===== src/include/input_pipe_macros.svh =====
`ifndef INPUT_PIPE_MACROS_SVH
`define INPUT_PIPE_MACROS_SVH

// Bits in one pixel or weight word.
`define WORD_WIDTH 8

// Pixel words per beat, one per convolution unit.
`define UNITS 2

// Weight words per beat, one per convolution core.
`define CORES 2

// Pixel FIFO entries.
`define PIX_FIFO_DEPTH 4

// Largest input channel count of a layer.
`define CIN_MAX 8

// Holds a channel count from 1 to CIN_MAX.
`define BITS_CIN 4

`endif

===== src/hdl/input_pipe_pkg.sv =====
`include "input_pipe_macros.svh"

package input_pipe_pkg;

  typedef logic [`WORD_WIDTH-1:0] word_t;

  // Word 0 sits in the low bits.
  typedef word_t [`UNITS-1:0] pix_beat_t;
  typedef word_t [`CORES-1:0] wt_beat_t;

  typedef logic [`BITS_CIN-1:0] cin_t;

  // Side-band to the convolution cores.
  typedef logic [1:0] tuser_t;

  localparam int unsigned TUSER_CIN_LAST = 0;  // Beat ends a channel group.
  localparam int unsigned TUSER_FIRST    = 1;  // First beat of an image.

  typedef enum logic [1:0] {
    IDLE,
    LOAD,
    REPLAY
  } rot_state_t;

endpackage


===== src/hdl/axis_input_pipe.sv =====
`timescale 1ns/1ps

module axis_input_pipe (
  input  logic                      aclk,
  input  logic                      i_rst_n,

  input  logic                      i_s_pix_valid,
  output logic                      o_s_pix_ready,
  input  input_pipe_pkg::pix_beat_t i_s_pix_data,
  input  logic                      i_s_pix_last,

  input  logic                      i_s_wt_valid,
  output logic                      o_s_wt_ready,
  input  input_pipe_pkg::wt_beat_t  i_s_wt_data,
  input  logic                      i_s_wt_last,

  output logic                      o_m_valid,
  input  logic                      i_m_ready,
  output input_pipe_pkg::pix_beat_t o_m_pix,
  output input_pipe_pkg::wt_beat_t  o_m_wt,
  output input_pipe_pkg::tuser_t    o_m_user,
  output logic                      o_m_last
);

  logic                      pix_valid;
  logic                      pix_ready;
  input_pipe_pkg::pix_beat_t pix_data;
  logic                      pix_last;
  logic                      wt_valid;
  logic                      wt_ready;
  input_pipe_pkg::wt_beat_t  wt_data;
  logic                      wt_cin_last;
  logic                      wt_first;
  logic                      image_done;

  pixel_fifo u_pixel_fifo (
    .aclk      (aclk),
    .i_rst_n   (i_rst_n),
    .i_s_valid (i_s_pix_valid),
    .o_s_ready (o_s_pix_ready),
    .i_s_data  (i_s_pix_data),
    .i_s_last  (i_s_pix_last),
    .o_m_valid (pix_valid),
    .i_m_ready (pix_ready),
    .o_m_data  (pix_data),
    .o_m_last  (pix_last)
  );

  weight_rotator u_weight_rotator (
    .aclk         (aclk),
    .i_rst_n      (i_rst_n),
    .i_s_valid    (i_s_wt_valid),
    .o_s_ready    (o_s_wt_ready),
    .i_s_data     (i_s_wt_data),
    .i_s_last     (i_s_wt_last),
    .o_m_valid    (wt_valid),
    .i_m_ready    (wt_ready),
    .o_m_data     (wt_data),
    .o_m_cin_last (wt_cin_last),
    .o_m_first    (wt_first),
    .i_image_done (image_done)
  );

  beat_joiner u_beat_joiner (
    .aclk          (aclk),
    .i_rst_n       (i_rst_n),
    .i_pix_valid   (pix_valid),
    .o_pix_ready   (pix_ready),
    .i_pix_data    (pix_data),
    .i_pix_last    (pix_last),
    .i_wt_valid    (wt_valid),
    .o_wt_ready    (wt_ready),
    .i_wt_data     (wt_data),
    .i_wt_cin_last (wt_cin_last),
    .i_wt_first    (wt_first),
    .o_image_done  (image_done),
    .o_m_valid     (o_m_valid),
    .i_m_ready     (i_m_ready),
    .o_m_pix       (o_m_pix),
    .o_m_wt        (o_m_wt),
    .o_m_user      (o_m_user),
    .o_m_last      (o_m_last)
  );

endmodule


===== src/hdl/beat_joiner.sv =====
`timescale 1ns/1ps

module beat_joiner (
  input  logic                      aclk,
  input  logic                      i_rst_n,
  input  logic                      i_pix_valid,
  output logic                      o_pix_ready,
  input  input_pipe_pkg::pix_beat_t i_pix_data,
  input  logic                      i_pix_last,
  input  logic                      i_wt_valid,
  output logic                      o_wt_ready,
  input  input_pipe_pkg::wt_beat_t  i_wt_data,
  input  logic                      i_wt_cin_last,
  input  logic                      i_wt_first,
  output logic                      o_image_done,
  output logic                      o_m_valid,
  input  logic                      i_m_ready,
  output input_pipe_pkg::pix_beat_t o_m_pix,
  output input_pipe_pkg::wt_beat_t  o_m_wt,
  output input_pipe_pkg::tuser_t    o_m_user,
  output logic                      o_m_last
);

  logic                   load;
  logic                   m_valid_q;
  input_pipe_pkg::tuser_t user_d;

  // Both sides meet and the output slot is free or draining.
  assign load = i_pix_valid && i_wt_valid && (!m_valid_q || i_m_ready);

  assign o_pix_ready  = load;
  assign o_wt_ready   = load;
  assign o_image_done = load && i_pix_last;  // Rotator leaves REPLAY on this edge.

  always_comb begin
    user_d = '0;
    user_d[input_pipe_pkg::TUSER_CIN_LAST] = i_wt_cin_last;
    user_d[input_pipe_pkg::TUSER_FIRST]    = i_wt_first;
  end

  always_ff @(posedge aclk) begin
    if (!i_rst_n) begin
      m_valid_q <= 1'b0;
    end else if (load) begin
      m_valid_q <= 1'b1;
    end else if (i_m_ready) begin
      m_valid_q <= 1'b0;
    end
  end

  always_ff @(posedge aclk) begin
    if (load) begin
      o_m_pix  <= i_pix_data;
      o_m_wt   <= i_wt_data;
      o_m_user <= user_d;
      o_m_last <= i_pix_last;
    end
  end

  assign o_m_valid = m_valid_q;

  a_out_hold: assert property (
    @(posedge aclk) disable iff (!i_rst_n)
    o_m_valid && !i_m_ready |=>
      o_m_valid && $stable(o_m_pix) && $stable(o_m_wt) &&
      $stable(o_m_user) && $stable(o_m_last)
  );

endmodule


===== src/hdl/pixel_fifo.sv =====
`timescale 1ns/1ps
`include "input_pipe_macros.svh"

module pixel_fifo (
  input  logic                      aclk,
  input  logic                      i_rst_n,
  input  logic                      i_s_valid,
  output logic                      o_s_ready,
  input  input_pipe_pkg::pix_beat_t i_s_data,
  input  logic                      i_s_last,
  output logic                      o_m_valid,
  input  logic                      i_m_ready,
  output input_pipe_pkg::pix_beat_t o_m_data,
  output logic                      o_m_last
);

  localparam int unsigned DEPTH    = `PIX_FIFO_DEPTH;
  localparam int unsigned PTR_BITS = $clog2(DEPTH);
  localparam int unsigned CNT_BITS = $clog2(DEPTH + 1);

  input_pipe_pkg::pix_beat_t mem_data [DEPTH];
  logic                      mem_last [DEPTH];

  logic [PTR_BITS-1:0] wr_ptr;
  logic [PTR_BITS-1:0] rd_ptr;
  logic [CNT_BITS-1:0] count;
  logic [CNT_BITS-1:0] count_next;
  logic                ready_q;
  logic                push;
  logic                pop;

  assign push = i_s_valid && ready_q;
  assign pop  = o_m_valid && i_m_ready;

  always_comb begin
    count_next = count;
    if (push && !pop) begin
      count_next = count + 1'b1;
    end else if (pop && !push) begin
      count_next = count - 1'b1;
    end
  end

  always_ff @(posedge aclk) begin
    if (!i_rst_n) begin
      wr_ptr  <= '0;
      rd_ptr  <= '0;
      count   <= '0;
      ready_q <= 1'b0;
    end else begin
      count   <= count_next;
      ready_q <= (count_next != CNT_BITS'(DEPTH));  // Room for one more.
      if (push) begin
        wr_ptr <= (wr_ptr == PTR_BITS'(DEPTH - 1)) ? '0 : wr_ptr + 1'b1;
      end
      if (pop) begin
        rd_ptr <= (rd_ptr == PTR_BITS'(DEPTH - 1)) ? '0 : rd_ptr + 1'b1;
      end
    end
  end

  always_ff @(posedge aclk) begin
    if (push) begin
      mem_data[wr_ptr] <= i_s_data;
      mem_last[wr_ptr] <= i_s_last;
    end
  end

  assign o_s_ready = ready_q;
  assign o_m_valid = (count != '0);
  assign o_m_data  = mem_data[rd_ptr];  // Head entry, shown as soon as written.
  assign o_m_last  = mem_last[rd_ptr];

  a_count_bound: assert property (
    @(posedge aclk) disable iff (!i_rst_n)
    count <= CNT_BITS'(DEPTH)
  );

  // A push into a non-empty FIFO must never land on the head slot.
  a_head_steady: assert property (
    @(posedge aclk) disable iff (!i_rst_n)
    o_m_valid && !i_m_ready |=> $stable(o_m_data) && $stable(o_m_last)
  );

endmodule


===== src/hdl/weight_rotator.sv =====
`timescale 1ns/1ps
`include "input_pipe_macros.svh"

module weight_rotator (
  input  logic                     aclk,
  input  logic                     i_rst_n,
  input  logic                     i_s_valid,
  output logic                     o_s_ready,
  input  input_pipe_pkg::wt_beat_t i_s_data,
  input  logic                     i_s_last,
  output logic                     o_m_valid,
  input  logic                     i_m_ready,
  output input_pipe_pkg::wt_beat_t o_m_data,
  output logic                     o_m_cin_last,
  output logic                     o_m_first,
  input  logic                     i_image_done
);

  localparam int unsigned IDX_BITS = $clog2(`CIN_MAX);

  input_pipe_pkg::rot_state_t state;
  input_pipe_pkg::rot_state_t state_d;
  input_pipe_pkg::wt_beat_t   wt_mem [`CIN_MAX];
  input_pipe_pkg::cin_t       cin_q;
  input_pipe_pkg::cin_t       cin_top;
  input_pipe_pkg::cin_t       cin_cfg;
  input_pipe_pkg::cin_t       wr_idx;
  input_pipe_pkg::cin_t       rd_idx;
  logic                       first_q;
  logic                       ready_q;
  logic                       s_fire;
  logic                       m_fire;

  assign s_fire  = i_s_valid && ready_q;
  assign m_fire  = o_m_valid && i_m_ready;
  assign cin_top = cin_q - 1'b1;  // Last channel index.
  assign cin_cfg = i_s_data[0][`BITS_CIN-1:0];

  always_comb begin
    state_d = state;
    case (state)
      input_pipe_pkg::IDLE: begin
        if (s_fire) begin
          state_d = input_pipe_pkg::LOAD;
        end
      end
      input_pipe_pkg::LOAD: begin
        if (s_fire && i_s_last) begin
          state_d = input_pipe_pkg::REPLAY;
        end
      end
      input_pipe_pkg::REPLAY: begin
        if (i_image_done) begin
          state_d = input_pipe_pkg::IDLE;
        end
      end
      default: begin
        state_d = input_pipe_pkg::IDLE;
      end
    endcase
  end

  always_ff @(posedge aclk) begin
    if (!i_rst_n) begin
      state   <= input_pipe_pkg::IDLE;
      ready_q <= 1'b0;
      first_q <= 1'b0;
      cin_q   <= '0;
      wr_idx  <= '0;
      rd_idx  <= '0;
    end else begin
      state   <= state_d;
      ready_q <= (state_d != input_pipe_pkg::REPLAY);  // Takes weights until loaded.
      case (state)
        input_pipe_pkg::IDLE: begin
          if (s_fire) begin
            cin_q  <= cin_cfg;  // Config beat.
            wr_idx <= '0;
          end
        end
        input_pipe_pkg::LOAD: begin
          if (s_fire) begin
            wr_idx <= wr_idx + 1'b1;
            if (i_s_last) begin
              rd_idx  <= '0;
              first_q <= 1'b1;
            end
          end
        end
        input_pipe_pkg::REPLAY: begin
          if (m_fire) begin
            rd_idx  <= o_m_cin_last ? '0 : rd_idx + 1'b1;
            first_q <= 1'b0;
          end
        end
        default: begin
          first_q <= 1'b0;
        end
      endcase
    end
  end

  always_ff @(posedge aclk) begin
    if (state == input_pipe_pkg::LOAD && s_fire) begin
      wt_mem[wr_idx[IDX_BITS-1:0]] <= i_s_data;
    end
  end

  assign o_s_ready    = ready_q;
  assign o_m_valid    = (state == input_pipe_pkg::REPLAY);
  assign o_m_data     = wt_mem[rd_idx[IDX_BITS-1:0]];
  assign o_m_cin_last = (rd_idx == cin_top);
  assign o_m_first    = first_q;

  a_cin_range: assert property (
    @(posedge aclk) disable iff (!i_rst_n)
    (state == input_pipe_pkg::IDLE) && s_fire |->
      (cin_cfg != '0) && (cin_cfg <= input_pipe_pkg::cin_t'(`CIN_MAX))
  );

  // Packet length must agree with the cin of its config beat.
  a_last_on_cin: assert property (
    @(posedge aclk) disable iff (!i_rst_n)
    (state == input_pipe_pkg::LOAD) && s_fire |-> (i_s_last == (wr_idx == cin_top))
  );

  // The image ends on the beat that wraps the index, so groups stay whole.
  a_done_on_wrap: assert property (
    @(posedge aclk) disable iff (!i_rst_n)
    i_image_done |-> m_fire && o_m_cin_last
  );

endmodule


===== config.mk =====
export PLATFORM = sky130hd
export DESIGN_NAME = axis_input_pipe
export DESIGN_NICKNAME = d
export VERILOG_FILES = /design/src/hdl/input_pipe_pkg.sv /design/src/hdl/axis_input_pipe.sv /design/src/hdl/beat_joiner.sv /design/src/hdl/pixel_fifo.sv /design/src/hdl/weight_rotator.sv
export VERILOG_INCLUDE_DIRS = /design/src /design/src/include
export SDC_FILE = /design/constraint.sdc
export NUM_CORES = 1
export LEC_CHECK = 0
export ABC_AREA = 1
export ABC_CLOCK_PERIOD_IN_PS = 2900
export BUFFER_PORTS_ARGS = -buffer_cell sky130_fd_sc_hd__buf_2
export CORE_ASPECT_RATIO = 0.5
export CORE_MARGIN = 2
export CORE_UTILIZATION = 41
export DETAILED_ROUTE_END_ITERATION = 10
export PLACE_DENSITY = 0.65
export SLEW_MARGIN = 20
export SYNTH_ARGS = -nofsm -noshare
export SYNTH_HDL_FRONTEND = slang
export SYNTH_SLANG_ARGS = --single-unit

===== constraint.sdc =====
create_clock -name aclk -period 2.9 [get_ports aclk]
set_input_delay 0.145 -clock aclk [delete_from_list [all_inputs] [get_ports aclk]]
set_output_delay 0.145 -clock aclk [all_outputs]
set_load 0.01 [all_outputs]

==> results of run 1 <==
## final timing paths
check | startpoint | to | slack (ps) | depth (start not counted)
worst max-delay path | u_pixel_fifo.count[0] | u_beat_joiner.o_m_pix[5] | 650 | 6
worst min-delay path | i_s_wt_last | u_weight_rotator.state[0] | 50 | 4
worst max register to register | u_pixel_fifo.count[0] | u_beat_joiner.o_m_pix[5] | 650 | 6
worst min register to register | u_weight_rotator.wr_idx[2] | u_weight_rotator.wr_idx[2] | 440 | 1
## worst min-delay path, delay by kind of cell
kind / cells / cell delay, ps
compound gates: 2 / 240
buf+inv: 2 / 110
## routing by layer
layer / routed length (um) / up-vias / GRT usage (%)
met5: 0 / - / 0
met4: 424 / 0 / 4.150
met3: 1014 / 31 / 2.848
met2: 9944 / 156 / 28.26
met1: 8885 / 2996 / 21.31
li1: - / 3001 / -
## cell type report
cell class	count	area, sq um	area share (%)
Tap cell	315	394.1	3.340
Clock inverter	13	106.4	0.9012
Multi-Input combinational cell	437	2160	18.30
Inverter	42	157.7	1.336
Sequential cell	257	7460	63.21
Clock buffer	30	623.1	5.280
Timing Repair Buffer	132	900.9	7.634
## power breakdown
part	switching, W	total, W	internal (W)
clock network	0.00130	0.00293	0.00162
registers	0.0000349	0.00418	0.00415
logic	0.000290	0.000459	0.000169
## state kept, by name, indices dropped and copies added, names as in the netlist, 2 cells and up, named ones only
register,count
u_beat_joiner.o_m_pix,16
u_beat_joiner.o_m_user,2
u_beat_joiner.o_m_wt,16
u_pixel_fifo.count,3
u_pixel_fifo.mem_data,64
u_pixel_fifo.mem_last,4
u_pixel_fifo.rd_ptr,2
u_pixel_fifo.wr_ptr,2
u_weight_rotator.cin_q,4
u_weight_rotator.rd_idx,4
u_weight_rotator.state,2
u_weight_rotator.wr_idx,3
u_weight_rotator.wt_mem,128
## Yosys cell counts, types with 3 or more instances
cell type and instances:
edfxtp_1 231, nor2_1 152, nand2_1 106, o21ai_0 71, inv_1 38, o32ai_1 32
dfxtp_1 26, clkbuf_1 17, o22ai_1 16, a21oi_1 15, nand3_1 14, buf_2 11
ha_1 11, nor3_1 4, xor2_1 4, buf_6 3
## kinds of logic after synthesis
logic type	count (synthesis)	synth area share [%]
DFF	257	75.00
muxes	1	0.1007
and+or+nand+nor	281	11.10
adders and majority gates	11	1.384
AOI/OAI and AO/OA	139	8.494
xor gates and xnor gates	5	0.4404
buffers and inverters	78	3.486
## per-stage QoR
step | cells | util [%] | instance area [sq um] | power (W)
after floorplan | 772 | - | 9943 | 0.004535
after global placement | 1148 | 44.82 | 10720 | 0.004676
after detailed placement | 1148 | 44.82 | 10720 | 0.004694
after CTS | 1226 | 49.33 | 11800 | 0.007642
after global routing | 1226 | 49.33 | 11800 | 0.007859
final | 1226 | 49.33 | 11800 | 0.007572
## what timing repair did
item                                    4_1_cts  5_1_grt
endpoints found under the setup margin        0        0
hold buffers                                 35        0
gates resized for setup                       0        0
hold endpoints to repair                    201        0
==> metrics, run 1 <==
Vias/cell=5.044; RePlAce Congestion=0.7681; status=completed; Port Buffers=76; delay-heaviest family, CP=buffers and inverters; max cap viols=0; antenna violations before repair=0; first-pass GRT wire length=32.36 mm; # rows=40; final setup margin=648.9 ps; critical-path cell list=inv_1, ha_1, nand2_1, nand3_2, clkinv_1, buf_4; Setup TNS=0 ps; Final min period=2251 ps; CP startpoint kind=register; pin count of the biggest net entering global routing=67; Num CTS Buffers=24; H-tree Lvls=1; synthesized cell area=9943 sq um; Hold Violations, Final=0; CP endpoint kind=register; register area share after synthesis=75.00%; Crit-path slowest cell=clkinv_1; post-DP HPWL=11.97 mm; relative slew slack=32.57%; final hold slack=46.68 ps; Power Density=641.6 nW/um^2; required time of the critical path=3120 ps; period utilisation layout=77.62%; number of synthesized flops with an enable pin=231; Fmax achieved=444.2 MHz; DRT Pass-1 Iters=8; total track usage=16.21%; clk slew on worst S/H paths=60 ps; Core Region=23920 sq um; CP arrival=2470 ps; vias=6184; root buffer cell=clkbuf_16; final wirelength=20.27 mm; Clock Skew=23.99 ps; DR DRC count=0; unrepaired setup endpoints after global routing=false; share of the synthesized area in the top cell type=69.76%; # fillers=2018; Hold/Removal Path Class=input port to register; CTS max path bufs=3; Synth Net Count=822; flop and latch count out of synthesis=257; Critical Path Max Stage Delay=580 ps; Buf/Inv on CP=3; Max VDD drop=0.0004355 V; vias in the first global route=6175; Worst-Skew Late Latency=520 ps; area leader, netlist=edfxtp_1; Final nets=944; pins over their slew limit=0; Syn-to-layout area delta=18.69%; # setup viols final=0; Die H=114.1 um; CTS tree=done; Mapped Avg Cell Area=12.88 sq um; Setup CP Type=register to register; Starting Density=41.56%; FFs w/ async S/R, synth=0%; most frequent cells in the layout=231 x edfxtp_1, 152 x nor2_1, 106 x nand2_1, 76 x buf_2, 71 x o21ai_0; Post-CTS Setup Bufs=0; synthesized instance count=772; number of top-level pins=77; GR Overflow Total=0; Max Fanout on Critical Path=23; worst-margin pin slew=1010 ps; post-synth cell types=32; Die Span X=224.2 um; drt wl/cell=16.53 um; Ant. Diodes=0; DR iter-0 viols=420; pre-CTS setup slack=657.4 ps; top post-synthesis cells by area=edfxtp_1 70%, nor2_1 5.7%, dfxtp_1 5.2%, nand2_1 4.0%, o21ai_0 3.6%; Yosys warnings=0; Die Area=25590 sq um; ys flop type=edfxtp_1; Routed Antenna Nets=0; leakage=4.245 nW; share of cells above drive strength 1=15.48%; Clock Sinks=257; commonest non-fill, non-tap cell in the layout=edfxtp_1
(Power assumes the default switching activity.)
==> inputs of run 2 (changes only) <==
- ABC_AREA: 1 -> 0
- ABC_CLOCK_PERIOD_IN_PS: 2900 -> 2300
- clock period: 2.9 -> 2.3 ns (I/O delays scaled with it)
==> run 2 against run 1 <==
  * The run now ends with DRC left
  * Critical path type unchanged
  * Global-route usage fell by 1.9 points
  * Synthesized cell count is 39% lower
  * Highest routed layer unchanged
  * Via count decreased by 24%
  * Critical endpoint is now u_pixel_fifo.o_s_ready
  * Combinational power rose by 12%
  * Power grew 26%
  * Area after synthesis shrank 2.5%
==> metrics, run 2 <==
status=finished, violations left; failing checks=DRC; Power Density=817.3 nW/um^2 (+27%); Setup CP Type=register to register; pin count of the biggest net entering global routing=33 (-51%); number of top-level pins=77 (unchanged); Final min period=1882 ps (-369.2 ps); Max VDD drop=0.0005863 V (+35%); Final nets=663 (-30%); Setup TNS=0 ps (unchanged); CTS tree=done; H-tree Lvls=1 (unchanged); first-pass GRT wire length=27.43 mm (-15%); GR Layer Usage met3=2.363% (-0.49 points); ys flop type=edfxtp_1; # setup viols final=0 (unchanged); Yosys warnings=0 (unchanged); vias in the first global route=4971 (-19%); Routed Antenna Nets=0 (unchanged); Max Fanout on Critical Path=8 (-65%); Die Area=24970 sq um (-2.4%); top post-synthesis cells by area=edfxtp_1 72%, mux4_2 11%, dfxtp_1 5.4%, mux2_2 1.9%, ha_1 1.4%; Clock Skew=15.32 ps (-8.673 ps); unrepaired setup endpoints after global routing=false; DR DRC count=3 (+3); share of the synthesized area in the top cell type=71.54% (+1.8 points); clk slew on worst S/H paths=60 ps (about the same); GRT busiest layer=met2; post-DP HPWL=10.15 mm (-15%); Tot Pwr=0.009538 W (+26%); RePlAce Congestion=0.6982 (-9.1%); pins over their slew limit=0 (unchanged); Crit-path slowest cell=maj3_1; Hold Violations, Final=0 (unchanged); GR Overflow Total=0 (unchanged); Hold/Removal Path Class=input port to register; Vias/cell=5.004 (-0.79%); CP startpoint kind=register; relative slew slack=59.58% (+27 points); critical-path cell list=inv_1, ha_1, nor2b_1, nor3_4, maj3_1, o21ai_0, o221ai_2; area leader, netlist=edfxtp_1; Mapped Avg Cell Area=20.54 sq um (+60%); Die Span X=221.5 um (-1.2%); max cap viols=0 (unchanged); most frequent cells in the layout=231 x edfxtp_1, 76 x buf_2, 49 x mux4_2, 36 x dlygate4sd3_1, 25 x dfxtp_1; synthesized instance count=472 (-39%); FFs w/ async S/R, synth=0% (unchanged); Num CTS Buffers=24 (unchanged); final wirelength=17.46 mm (-14%); flop and latch count out of synthesis=257 (unchanged); Worst-Skew Late Latency=520 ps (about the same); dpl cells=858 (-25%); worst-margin pin slew=602.5 ps (-407.9 ps); Multi-input gate area=2110 sq um (-2.3%); Starting Density=42.10% (+0.54 points); post-synth cell types=42 (+31%); Port Buffers=76 (unchanged); CP endpoint kind=register; # rows=39 (-2.5%); Clock Sinks=257 (unchanged); total track usage=14.27% (-1.9 points); required time of the critical path=2680 ps (-440 ps); Die H=112.7 um (-1.2%); pre-CTS setup slack=400.2 ps (-257.2 ps); Syn-to-layout area delta=20.35%; Core Region=23030 sq um (-3.7%); Critical Path Max Stage Delay=350 ps (-230 ps); Ant. Diodes=0 (unchanged); Buf/Inv on CP=1 (-2); DR iter-0 viols=287 (-32%); Post-CTS Setup Bufs=0 (unchanged); # fillers=1867 (-7.5%); M1 GR Usage=18.69% (-2.6 points); delay-heaviest family, CP=adder cells; grt met2 use=25.34% (-2.9 points); register area share after synthesis=76.90% (+1.9 points); Fmax achieved=531.4 MHz (+20%); number of synthesized flops with an enable pin=231 (unchanged); drt wl/cell=18.61 um (+13%); final setup margin=418.1 ps (-230.8 ps); Reg area=7458 sq um (about the same); antenna violations before repair=0 (unchanged); share of cells above drive strength 1=32.49% (+17 points); vias=4694 (-24%); Synth top cells by count=231 x edfxtp_1, 49 x mux4_2, 26 x dfxtp_1; Largest register FFs=128 (unchanged); root buffer cell=clkbuf_16; DRT Pass-1 Iters=8 (unchanged); Synth Net Count=522 (-36%); most frequent cell after synthesis=edfxtp_1; CP arrival=2260 ps (-210 ps); non-filler cells, final=938 (-23%); synthesized cell area=9697 sq um (-2.5%); CTS max path bufs=3 (unchanged); period utilisation layout=81.82% (+4.2 points); commonest non-fill, non-tap cell in the layout=edfxtp_1; leakage=3.871 nW (-8.8%)
[run 2: worst paths after layout]
check	from	endpoint	slack, ps	cells after the start
setup / recovery	u_pixel_fifo.count[0]	u_pixel_fifo.o_s_ready	420	7
setup reg to reg	u_pixel_fifo.count[0]	u_pixel_fifo.o_s_ready	420	7
hold / removal	i_s_wt_last	u_weight_rotator.state[0]	60	3
hold reg to reg	u_weight_rotator.o_m_first	u_beat_joiner.o_m_user[1]	430	0
[run 2: worst min-delay path, delay by kind of cell]
| kind | cells | cell delay (ps) |
|---|---|---|
| buffers and inverters | 1 | 80 |
| and+or+nand+nor | 2 | 330 |
[run 2: per-stage QoR]
stage,area [sq um],hold WS (ps),util (%)
4_1_cts,11670,52.01,50.67
2_1_floorplan,9707,213.9,-
3_5_place_dp,10570,332.9,45.89
3_3_place_gp,10570,328.1,45.89
6_report,11670,60.44,50.67
5_1_grt,11670,79.47,50.67
[run 2: final cells by class]
cell class	instances	share of cell area (%)
tap	307	3.292
clock inverter	13	0.8470
inverter	8	0.2573
sequential	257	63.91
timing repair buffer	133	8.127
multi-input combinational	189	18.08
clock buffer	31	5.489
[run 2: kinds of logic after synthesis]
kind of cell,count (synthesis),synth area share (%)
compound gates,30,1.871
xor+xnor,8,0.8774
fa+ha+maj,12,1.523
buf+inv,26,1.445
flops,257,76.90
mux,68,13.55
simple gates,71,3.832
[run 2: per-layer routing]
layer | part of all wire [%] | wire [um]
met3 | 4.0 | 702
met4 | 2.0 | 350
met2 | 50 | 8777
met5 | 0 | 0
met1 | 44 | 7625
[run 2: repair_timing]
item,4_1_cts,5_1_grt
hold endpoints to repair,208,0
hold buffers,36,0
resized for setup,0,0
[run 2: where the power goes]
part	internal [W]	total, W	switching (W)
combinational	0.000233	0.000516	0.000284
sequential	0.00524	0.00530	0.0000643
clock	0.00208	0.00372	0.00164
==> inputs of run 3 (changes only) <==
- ABC_CLOCK_PERIOD_IN_PS: 2300 -> 1500
- PLACE_DENSITY: 0.65 -> 0.67
- clock period: 2.3 -> 1.5 ns (I/O delays scaled with it)
==> run 3 against run 2 <==
  * Worst hold slack improved by 120 ps
  * The run ends with DRC, setup timing left
  * Via count increased by 5.0%
  * Sequential power increased by 53%
  * Sequential share of layout area decreased by 4.0 points
  * Clock skew decreased by 2.4 ps
  * Global-route usage increased by 0.43 points
==> metrics, run 3 (same netlist as run 2, synthesis figures left out) <==
status=finished, violations left; failing checks=DRC, setup timing; root buffer cell=clkbuf_16; Clock Sinks=257 (unchanged); final hold slack=182.2 ps (+121.7 ps); Power Density=1244 nW/um^2 (+52%); Crit-path slowest cell=mux4_2; # rows=39 (unchanged); dpl cells=882 (+2.8%); drt wl/cell=18.77 um (+0.85%); Final nets=700 (+5.6%); leakage=4.195 nW (+8.4%); Setup TNS=-2698 ps (-2698 ps); antenna violations before repair=0 (unchanged); vias=4928 (+5.0%); first-pass GRT wire length=28.30 mm (+3.1%); Hold Violations, Final=0 (unchanged); Fmax achieved=622.3 MHz (+17%); final wirelength=18.30 mm (+4.8%); clk slew on worst S/H paths=60 ps (about the same); # setup viols final=55 (+55); CP startpoint kind=register; number of top-level pins=77 (unchanged); H-tree Lvls=1 (unchanged); Port Buffers=76 (unchanged); Setup CP Type=register to register; post-DP HPWL=10.64 mm (+4.8%); Ant. Diodes=0 (unchanged); Clock Skew=12.96 ps (-2.365 ps); Syn-to-layout area delta=28.63%; Final min period=1607 ps (-274.9 ps); commonest non-fill, non-tap cell in the layout=edfxtp_1; Num CTS Buffers=24 (unchanged); pins over their slew limit=0 (unchanged); share of cells above drive strength 1=40.72% (+8.2 points); Max Fanout on Critical Path=12 (+4); required time of the critical path=1760 ps (-920 ps); GR Overflow Total=0 (unchanged); CTS tree=done; Routed Antenna Nets=0 (unchanged); Vias/cell=5.054 (+1.0%); DR DRC count=2 (-1); Die H=112.7 um (unchanged); pin count of the biggest net entering global routing=33 (unchanged); vias in the first global route=5128 (+3.2%); RePlAce Congestion=0.7431 (+6.4%); CTS max path bufs=3 (unchanged); most frequent cells in the layout=231 x edfxtp_1, 76 x buf_2, 49 x mux4_2, 37 x dlygate4sd3_1, 29 x buf_4; CP endpoint kind=register; Starting Density=42.10% (unchanged); delay-heaviest family, CP=multiplexers; Core Region=23030 sq um (unchanged); # fillers=1793 (-4.0%); worst-margin pin slew=269.7 ps (-332.8 ps); Max VDD drop=0.0008691 V (+48%); final setup margin=-107.0 ps (-525.1 ps); Critical Path Max Stage Delay=520 ps (+170 ps); total track usage=14.70% (+0.43 points); max cap viols=0 (unchanged); CP arrival=1870 ps (-390 ps); Die Span X=221.5 um (unchanged); DR iter-0 viols=270 (-5.9%); Hold/Removal Path Class=input port to register; Largest register FFs=128 (unchanged); Die Area=24970 sq um (unchanged); period utilisation layout=107.1% (+25 points); non-filler cells, final=975 (+3.9%); DRT Pass-1 Iters=8 (unchanged); Buf/Inv on CP=1 (unchanged); Worst-Skew Late Latency=510 ps (about the same); relative slew slack=81.88% (+22 points); critical-path cell list=buf_12, mux4_2, mux2_4; unrepaired setup endpoints after global routing=true
-- run 3: area by class of cell --
class / instances / area (sq um) / share of cell area, %
clock buffer: 27 / 611.8 / 4.905
inverter: 8 / 30.03 / 0.2407
multi-input combinational: 189 / 2275 / 18.24
sequential: 257 / 7472 / 59.91
tap: 307 / 384.1 / 3.080
clock inverter: 17 / 202.7 / 1.625
timing repair buffer: 170 / 1498 / 12.01
-- run 3: worst paths after layout --
| path | end | from | cells after the start | slack, ps |
|---|---|---|---|---|
| max reg2reg | u_beat_joiner.o_m_wt[15] | u_weight_rotator.rd_idx[0] | 3 | -110 |
| min | u_beat_joiner.o_m_valid | i_m_ready | 4 | 180 |
| max | u_beat_joiner.o_m_wt[15] | u_weight_rotator.rd_idx[0] | 3 | -110 |
| min reg2reg | u_beat_joiner.o_m_user[1] | u_weight_rotator.o_m_first | 0 | 440 |
-- run 3: layer usage --
| metal | GRT usage (%) | routed length, um |
|---|---|---|
| met1 | 20.56 | 8242 |
| met2 | 25.11 | 9154 |
| met5 | 0 | 0 |
| met3 | 2.389 | 720 |
| met4 | 2.387 | 181 |
-- run 3: repair_timing --
action / in CTS / in global routing
gates cloned: 1 / 1
setup buffers: 7 / 3
gates resized for setup: 10 / 9
endpoints found under the setup margin: 65 / 82
pin swaps: 8 / 8
hold buffers: 37 / 0
endpoints found under the hold margin: 209 / 0
-- run 3: worst register-to-register path, cell delays in order, from the launching register on --
cell and delay (ps):
dfxtp_4 390, buf_12 160, mux4_2 530, mux2_4 280
-- run 3: through the flow --
stage          worst slack (ps)  cell area, sq um  total power [W]  utilization [%]
2_1_floorplan            -269.6              9893         0.008807                -
3_3_place_gp             -115.8             11080         0.009242            48.12
3_5_place_dp             -140.9             11080         0.009280            48.12
4_1_cts                  -109.0             12390          0.01561            53.79
5_1_grt                  -173.7             12470          0.01607            54.16
6_report                 -107.0             12470          0.01551            54.16
-- run 3: power by group --
group | internal [W] | switching, W
Combinational | 0.000623 | 0.000564
Sequential | 0.00803 | 0.0000723
Clock | 0.00365 | 0.00257
Total | 0.0123 | 0.00320
